[src/common/aznable_pkg.sv]
`default_nettype none

package aznable_pkg;

	// CPU bus
	localparam int addr_w = 16;
	localparam int data_w = 8;
	localparam int wkram_aw = 14;

	// Input map, each region runs up to the start of the next
	localparam logic [addr_w-1:0] map_in0 = 16'h8000;
	localparam logic [addr_w-1:0] map_timestamp = 16'h8002;
	localparam logic [addr_w-1:0] map_timer = 16'h802A;
	localparam logic [addr_w-1:0] map_joystick = 16'h803A;
	localparam logic [addr_w-1:0] map_analog_l = 16'h80FA;
	localparam logic [addr_w-1:0] map_paddle = 16'h81BA;
	localparam logic [addr_w-1:0] map_spinner = 16'h81EA;
	localparam logic [addr_w-1:0] map_ps2_key = 16'h824A;
	localparam logic [addr_w-1:0] map_ps2_mouse = 16'h8256;
	localparam logic [addr_w-1:0] map_starfield1 = 16'h8286;
	localparam logic [addr_w-1:0] map_starfield2 = 16'h8296;
	localparam logic [addr_w-1:0] map_starfield3 = 16'h82A6;
	localparam logic [addr_w-1:0] map_system_pause = 16'h82B6;
	localparam logic [addr_w-1:0] map_system_menu = 16'h82B7;
	localparam logic [addr_w-1:0] map_wkram = 16'hC000;

	// Raster, in 6 MHz pixels and lines
	localparam int cnt_w = 9;
	localparam logic [cnt_w-1:0] h_total = 9'd381;
	localparam logic [cnt_w-1:0] v_total = 9'd262;
	localparam logic [cnt_w-1:0] h_visible = 9'd320;
	localparam logic [cnt_w-1:0] v_visible = 9'd240;
	localparam logic [cnt_w-1:0] h_sync_start = 9'd336;
	localparam logic [cnt_w-1:0] h_sync_end = 9'd368;
	localparam logic [cnt_w-1:0] v_sync_start = 9'd244;
	localparam logic [cnt_w-1:0] v_sync_end = 9'd247;

	// Pixels in one frame
	localparam int frame_w = 17;
	localparam logic [frame_w-1:0] frame_pixels = {8'd0, h_total} * {8'd0, v_total};

	// Millisecond timer at 24 MHz
	localparam int presc_w = 15;
	localparam logic [presc_w-1:0] ms_divider = 15'd24000;
	localparam int timer_w = 16;

	// Input words
	localparam int joystick_w = 192;
	localparam int paddle_w = 48;
	localparam int timestamp_w = 33;
	localparam int ps2_key_w = 11;

	// Star layers
	localparam int sf1_len = 22;
	localparam logic [sf1_len-1:0] sf1_seed = 22'h1FFFFF;
	localparam logic [sf1_len-1:0] sf1_mask = 22'b0000111100001111000011;
	localparam logic [sf1_len-1:0] sf1_taps = 22'b1100000000000000000000;
	localparam int sf2_len = 21;
	localparam logic [sf2_len-1:0] sf2_seed = 21'h1FFFF0;
	localparam logic [sf2_len-1:0] sf2_mask = 21'b000011110000111100001;
	localparam logic [sf2_len-1:0] sf2_taps = 21'b101010000000000000000;
	localparam int sf3_len = 21;
	localparam logic [sf3_len-1:0] sf3_seed = 21'h1FFF00;
	localparam logic [sf3_len-1:0] sf3_mask = 21'b000011110000111100001;
	localparam logic [sf3_len-1:0] sf3_taps = 21'b101000000000000000000;

endpackage

`default_nettype wire

[src/hdl/video_timer.sv]
`timescale 1ns/1ps
`default_nettype none

module video_timer (
	input wire clk_24,
	input wire arst_n,
	input wire ce_6,
	output logic [aznable_pkg::cnt_w-1:0] hcnt,
	output logic [aznable_pkg::cnt_w-1:0] vcnt,
	output logic hblank,
	output logic vblank,
	output logic hsync,
	output logic vsync
);

	logic line_end;
	logic frame_end;

	assign line_end = hcnt == aznable_pkg::h_total - 9'd1;
	assign frame_end = vcnt == aznable_pkg::v_total - 9'd1;

	// Raster counters step once per pixel
	always_ff @(posedge clk_24 or negedge arst_n)
	begin
		if (!arst_n)
		begin
			hcnt <= '0;
			vcnt <= '0;
		end
		else if (ce_6)
		begin
			if (line_end)
			begin
				hcnt <= '0;
				vcnt <= frame_end ? '0 : vcnt + 1'b1;
			end
			else
				hcnt <= hcnt + 1'b1;
		end
	end

	// Blanking covers everything past the visible area
	assign hblank = hcnt >= aznable_pkg::h_visible;
	assign vblank = vcnt >= aznable_pkg::v_visible;

	assign hsync = hcnt >= aznable_pkg::h_sync_start && hcnt < aznable_pkg::h_sync_end;
	assign vsync = vcnt >= aznable_pkg::v_sync_start && vcnt < aznable_pkg::v_sync_end;

endmodule

`default_nettype wire

[config.mk]
export PLATFORM = sky130hd
export DESIGN_NAME = video_timer
export DESIGN_NICKNAME = d
export VERILOG_FILES = /design/src/common/aznable_pkg.sv /design/src/hdl/video_timer.sv
export SDC_FILE = /design/constraint.sdc
export NUM_CORES = 1
export LEC_CHECK = 0
export ABC_AREA = 1
export ABC_CLOCK_PERIOD_IN_PS = 3200
export BUFFER_PORTS_ARGS = -buffer_cell sky130_fd_sc_hd__buf_2
export CORE_MARGIN = 4
export CORE_UTILIZATION = 23
export DETAILED_ROUTE_END_ITERATION = 7
export PLACE_DENSITY = 0.36
export SETUP_SLACK_MARGIN = 0.1
export SLEW_MARGIN = 20
export SYNTH_ARGS = -nofsm -noshare
export SYNTH_HDL_FRONTEND = slang
export SYNTH_SLANG_ARGS = --single-unit
[constraint.sdc]
create_clock -name clk_24 -period 3.2 [get_ports clk_24]
set_clock_uncertainty 0.1 [all_clocks]
set_input_delay 0.48 -clock clk_24 [delete_from_list [all_inputs] [get_ports clk_24]]
set_output_delay 0.48 -clock clk_24 [all_outputs]
set_load 0.02 [all_outputs]
==> results of run 1 <==
[layout make-up]
class,count,area (um2),share of cell area
clock buffer,4,55.05,0.03664
inverter,24,90.09,0.05995
multi-input combinational,130,699.4,0.4654
sequential,18,450.4,0.2998
tap,70,87.58,0.05828
timing repair buffer,24,120.1,0.07993
[synth_stat cells (2+ instances only)]
cell type	number	share of area
nand3_1	9	0.036
inv_1	23	0.069
nand2_2	2	0.010
nand3b_1	2	0.012
nor2_1	21	0.063
nor2_4	5	0.045
nand2_1	56	0.17
o21ai_1	3	0.012
dfrtp_1	18	0.36
xor2_1	2	0.014
nor2_2	6	0.030
nand4_1	3	0.015
a21oi_1	2	0.0080
ha_1	5	0.050
o21ai_0	6	0.024
[stage by stage]
step | hold slack [ps] | total power [mW]
detailed placement | 367.5 | 0.4989
global route | 92.29 | 0.7399
CTS | 75.24 | 0.7064
finish | 53.07 | 0.6974
global placement | 363.4 | 0.4964
floorplan | 84.41 | 0.4334
[how the worst min path moves through the flow]
stage	start	to	slack, ps	cells past startpoint
floorplan	arst_n	hcnt[0]$_DFFE_PN0P_	80	0
global placement	arst_n	hcnt[3]$_DFFE_PN0P_	360	1
detailed placement	arst_n	hcnt[3]$_DFFE_PN0P_	370	1
CTS	arst_n	hcnt[3]$_DFFE_PN0P_	80	1
global route	arst_n	hcnt[5]$_DFFE_PN0P_	90	1
finish	arst_n	hcnt[0]$_DFFE_PN0P_	50	1
[flip-flops by register name, indices dropped and copies added (netlist names)]
register and cells:
hcnt 9, vcnt 9
[power by group]
| part | total, mW | internal [mW] | switching [mW] |
|---|---|---|---|
| registers | 0.307 | 0.256 | 0.0513 |
| clock network | 0.207 | 0.110 | 0.0968 |
| logic | 0.183 | 0.0623 | 0.121 |
[worst max-delay path, delay by kind of cell, from the launching register on]
| kind | cells | cell delay (ps) |
|---|---|---|
| buffers and inverters | 2 | 250 |
| flip-flops | 1 | 460 |
| AND/OR/NAND/NOR | 3 | 380 |
[logic make-up (layout without fill, tap and decap cells)]
group | Yosys count | in the layout
AND/OR/NAND/NOR | 110 | 110
XOR/XNOR | 3 | 3
buffers and inverters | 26 | 52
flip-flops | 18 | 18
AO/OA/AOI/OAI | 12 | 12
adder cells (fa/ha/maj) | 5 | 5
[routing by layer]
| layer | vias up | GRT usage | wire [um] |
|---|---|---|---|
| li1 | 592 | - | - |
| met2 | 12 | 0.1607 | 1425 |
| met4 | 0 | 0.03987 | 45 |
| met5 | - | 0 | 0 |
| met3 | 5 | 0.01645 | 81 |
| met1 | 504 | 0.1469 | 1607 |
==> flow_summary.yaml, run 1 <==
worst_setup_path:
  endpoint_kind: "output pin"
  setup.worst_path.end: "vsync"
  r2r_cells: 8
  rr_endpoint: "vcnt[8]$_DFFE_PN0P_"
  reg2reg_from: "hcnt[0]$_DFFE_PN0P_"
  path_cells: "nand2_1 > nor2_1 > inv_1 > nor2_1 > buf_2"
  start_kind: "register"
  crit_type: "register to output pin"
  cp_slowest_cell: "dfrtp_1"
  ff2ff_setup_slack_ps: 1670
  startpoint: "vcnt[5]$_DFFE_PN0P_"
  crit_arrival_ps: 1350
  cp_common_cell: "nor2_1"
  critical_path_peak_fanout: 7
  required_ps: 2620
  slowest_delay_ps: 460
sta:
  drv_slew: 0
  tns_ps: 0
  post-route-worst-setup-slack_ps: 1271
  min_period_ps: 1929
  max_slew.worst_pin.slew_ps: 462.8
  hold_viol_final: 0
  grt_setup_unrepaired: "no"
  max-slew-margin-rel: 0.6915
  fmax_ghz: 0.5185
  setup_viol: 0
  fin_crit_sh: 0.6028
synthesis:
  synth_top_family_by_area: "simple AND/OR/NAND/NOR gates"
  muxShareOfSynthArea: 0
  synth-compound-area-share: 0.04995
  synth_fa_ha_area_frac: 0.04995
  synth_area_mm2: 0.001252
  synth_edf_count: 0
  synth_async_sr_flop_share: 1.000
  synth_cell_types: 26
  yosysSeqAreaShare: 0.3596
  netlist_instances: 174
  synth-simple-area-share: 0.4376
  ys_ff_latch: 18
  synth_xor_area_frac: 0.02098
  yosys_warnings: 0
  syn-num-nets: 182
  avgSynthCellArea_um2: 7.198
  synth_ff_type: "dfrtp_1"
routing:
  dr.pass1.iters: 4
  vias: 1113
  ant_nets: 0
  drt_drc_violations_left: 0
  vias_per_cell: 4.122
  routed_wl_um: 3160
  wire_per_inst_um: 11.70
  drtIter0Drc: 53
floorplan:
  rows: 26
  start_util: 0.2406
  die-width_um: 81.80
  die_h_um: 81.80
  core-area_mm2: 0.005205
  ioPinCount: 25
  dieArea_mm2: 0.006690
finish:
  final_cell_mix: "nand2_1, buf_2, inv_1"
  diodes: 0
  fin_cells: 270
  num-fill-cells: 597
  fin_nets: 209
  finalCoreUtilization: 0.2887
  area_growth_pct: 19.98
  fin_area_mm2: 0.001503
  final_common_cell: "nand2_1"
  layout-drive-gt1-share: 0.2350
cts:
  cts_tree: "done"
  cts_resized: 0
  clock_path_buffers: 2
  post_cts_buffers: 0
  cts_hold_buf: 0
  cts-root-buf: "clkbuf_8"
  numCtsBuffers: 3
  numClockSinks: 18
  worstSkewPairLatency_ps: 270
  path_clk_slew_ps: 80
  h-tree-depth: 1
placement:
  io_buffers: 24
  place_area_mm2: 0.001448
  hpwl_um: 2380
  gp_congestion: 0.7643
  dpl_worst_slack_ps: 1542
  dp_cells: 266
outcome:
  status: "finished, final reports clean"
min_path:
  hold_class: "input port to asynchronous set/reset pin"
power_and_ir_drop:
  powerDensity_mw_per_mm2: 464.1
  p_leak_nw: 0.7855
  ir_drop_v: 0.0002850
grt:
  grt_pass1_vias: 1055
  grt-ovfl-total: 0
  grt_max_degree: 19
  grt_usage: 0.1048
  grt_pass1_wl_um: 5250
  antenna_found_initial: 0
run:
  cap_violations: 0
Power figures use the tool's default switching activity.
==> inputs of run 2 (changes only) <==
Settings changed: ABC_CLOCK_PERIOD_IN_PS 3200 to 1700, PLACE_DENSITY 0.36 to 0.37.
Clock period 3.2 ns to 1.7 ns, I/O delays scaled along.
==> run 2 against run 1 <==
  * Critical path depth is 1 lower
  * Clock-buffer cell count stayed put
  * Largest cell class unchanged
  * Register-to-register slack worse by 1400 ps
  * Global-route usage is 0.39 points higher
  * Sequential share of layout area is 2.0 points lower
  * Combinational power is 140% higher
  * Utilization is 2.6 points higher
  * Sequential power is 86% higher
  * Worst setup slack worse by 1100 ps
  * First-iteration DRC count is 43% lower
  * Hold slack better by 210 ps
  * Sequential cell count stayed put
==> flow_summary.yaml, run 2 (synthesis results as in run 1) <==
outcome:
  status: "finished, final reports clean"
grt:
  grt_pass1_wl_um: 5506
  grt-ovfl-total: 0
  grt_util_met2: 0.1704
  top_usage_layer: "met2"
  grt_pass1_vias: 1116
  antenna_found_initial: 0
  met3_usage: 0.01754
  grt_max_degree: 19
  grt_usage: 0.1087
  grt_use_met1: 0.1474
cts:
  numCtsBuffers: 3
  cts_tree: "done"
  path_clk_slew_ps: 80
  worstSkewPairLatency_ps: 260
  h-tree-depth: 1
  clock_path_buffers: 2
  numClockSinks: 18
  cts-root-buf: "clkbuf_8"
floorplan:
  ioPinCount: 25
  die_h_um: 81.80
  rows: 26
  dieArea_mm2: 0.006690
  start_util: 0.2406
  die-width_um: 81.80
  core-area_mm2: 0.005205
sta:
  min_period_ps: 1531
  max-slew-margin-rel: 0.6976
  fmax_ghz: 0.6533
  tns_ps: 0
  setup_viol: 0
  fin_crit_sh: 0.9003
  drv_slew: 0
  max_slew.worst_pin.slew_ps: 453.6
  grt_setup_unrepaired: "yes"
  hold_viol_final: 0
worst_setup_path:
  r2r_cells: 8
  slowest_delay_ps: 410
  required_ps: 1340
  path_cells: "inv_2 > nand2_4 > nor3_2 > buf_4"
  crit_arrival_ps: 1180
  start_kind: "register"
  ff2ff_setup_slack_ps: 230
  endpoint_kind: "output pin"
  cp_slowest_cell: "dfrtp_1"
  critical_path_peak_fanout: 4
  crit_type: "register to output pin"
power_and_ir_drop:
  powerDensity_mw_per_mm2: 841.2
  ir_drop_v: 0.0004413
  p_leak_nw: 0.8414
finish:
  final_common_cell: "nand2_1"
  final_cell_mix: "nand2_1, inv_1, buf_2"
  largestRegisters: "hcnt: 9 flops, vcnt: 9 flops"
  finalCoreUtilization: 0.3149
  layout-drive-gt1-share: 0.3333
  diodes: 0
  fin_nets: 222
  area_growth_pct: 30.87
routing:
  routed_wl_um: 3360
  drt_drc_violations_left: 0
  ant_nets: 0
  vias_per_cell: 4.223
  drtIter0Drc: 30
  dr.pass1.iters: 4
  wire_per_inst_um: 11.87
  vias: 1195
min_path:
  holdPathStages: 3
  hold_class: "input port to register"
run:
  cap_violations: 0
placement:
  gp_congestion: 0.7654
  hpwl_um: 2466
  io_buffers: 24
-- run 2: cell types whose count changed in the layout (fill, tap and decap cells not counted), sizes merged --
cell	delta
dlygate4sd3	+1
buf	+12
-- run 2: final timing paths --
path	end	start
setup / recovery	hsync	hcnt[7]$_DFFE_PN0P_
hold / removal	hcnt[1]$_DFFE_PN0P_	ce_6
setup reg to reg	vcnt[3]$_DFFE_PN0P_	hcnt[0]$_DFFE_PN0P_
hold reg to reg	vcnt[8]$_DFFE_PN0P_	vcnt[8]$_DFFE_PN0P_
max in group asynchronous	vcnt[3]$_DFFE_PN0P_	arst_n
min in group asynchronous	hcnt[7]$_DFFE_PN0P_	arst_n
-- run 2: what timing repair did --
action / in CTS / in global routing
hold buffers: 1 / 0
setup buffers: 6 / 4
resized for setup: 8 / 8
pin swaps: 1 / 3
endpoints found under the setup margin: 3 / 10
hold endpoints to repair: 18 / 0
-- run 2: worst max-delay path, delay by kind of cell (launching register included) --
kind / cells / cell delay [ps]
flip-flops: 1 / 410
AND/OR/NAND/NOR: 2 / 260
buffers and inverters: 2 / 240
-- run 2: report_power, final --
group,internal [mW],total [mW],switching [mW]
sequential,0.485,0.570,0.0844
clock,0.206,0.375,0.168
combinational,0.173,0.434,0.261
total,0.865,1.38,0.514
-- run 2: layer usage --
layer	wire length [um]	vias to the layer above	share of wire
li1	-	614	-
met1	1683	564	0.50
met2	1548	13	0.46
met3	88	4	0.026
met4	40	0	0.012
met5	0	-	0
-- run 2: stage by stage --
step / hold WS (ps) / total power [mW] / instances / cell area (um2) / worst slack, ps
after global placement: 144.8 / 0.9326 / 268 / 1463 / 238.3
after detailed placement: 137.4 / 0.9407 / 268 / 1463 / 195.2
after CTS: 258.8 / 1.370 / 279 / 1588 / 92.16
after floorplan: -140.6 / 0.8159 / 174 / 1252 / 106.2
final: 260.8 / 1.379 / 283 / 1639 / 169.4
after global routing: 297.8 / 1.475 / 283 / 1639 / 84.77
-- run 2: layout make-up --
class / count / area [um2]
Timing Repair Buffer: 37 / 225.2
Multi-Input combinational cell: 130 / 721.9
Fill cell: 584 / 3566
Sequential cell: 18 / 459.2
Clock buffer: 4 / 55.05
Tap cell: 70 / 87.58
Inverter: 24 / 90.09
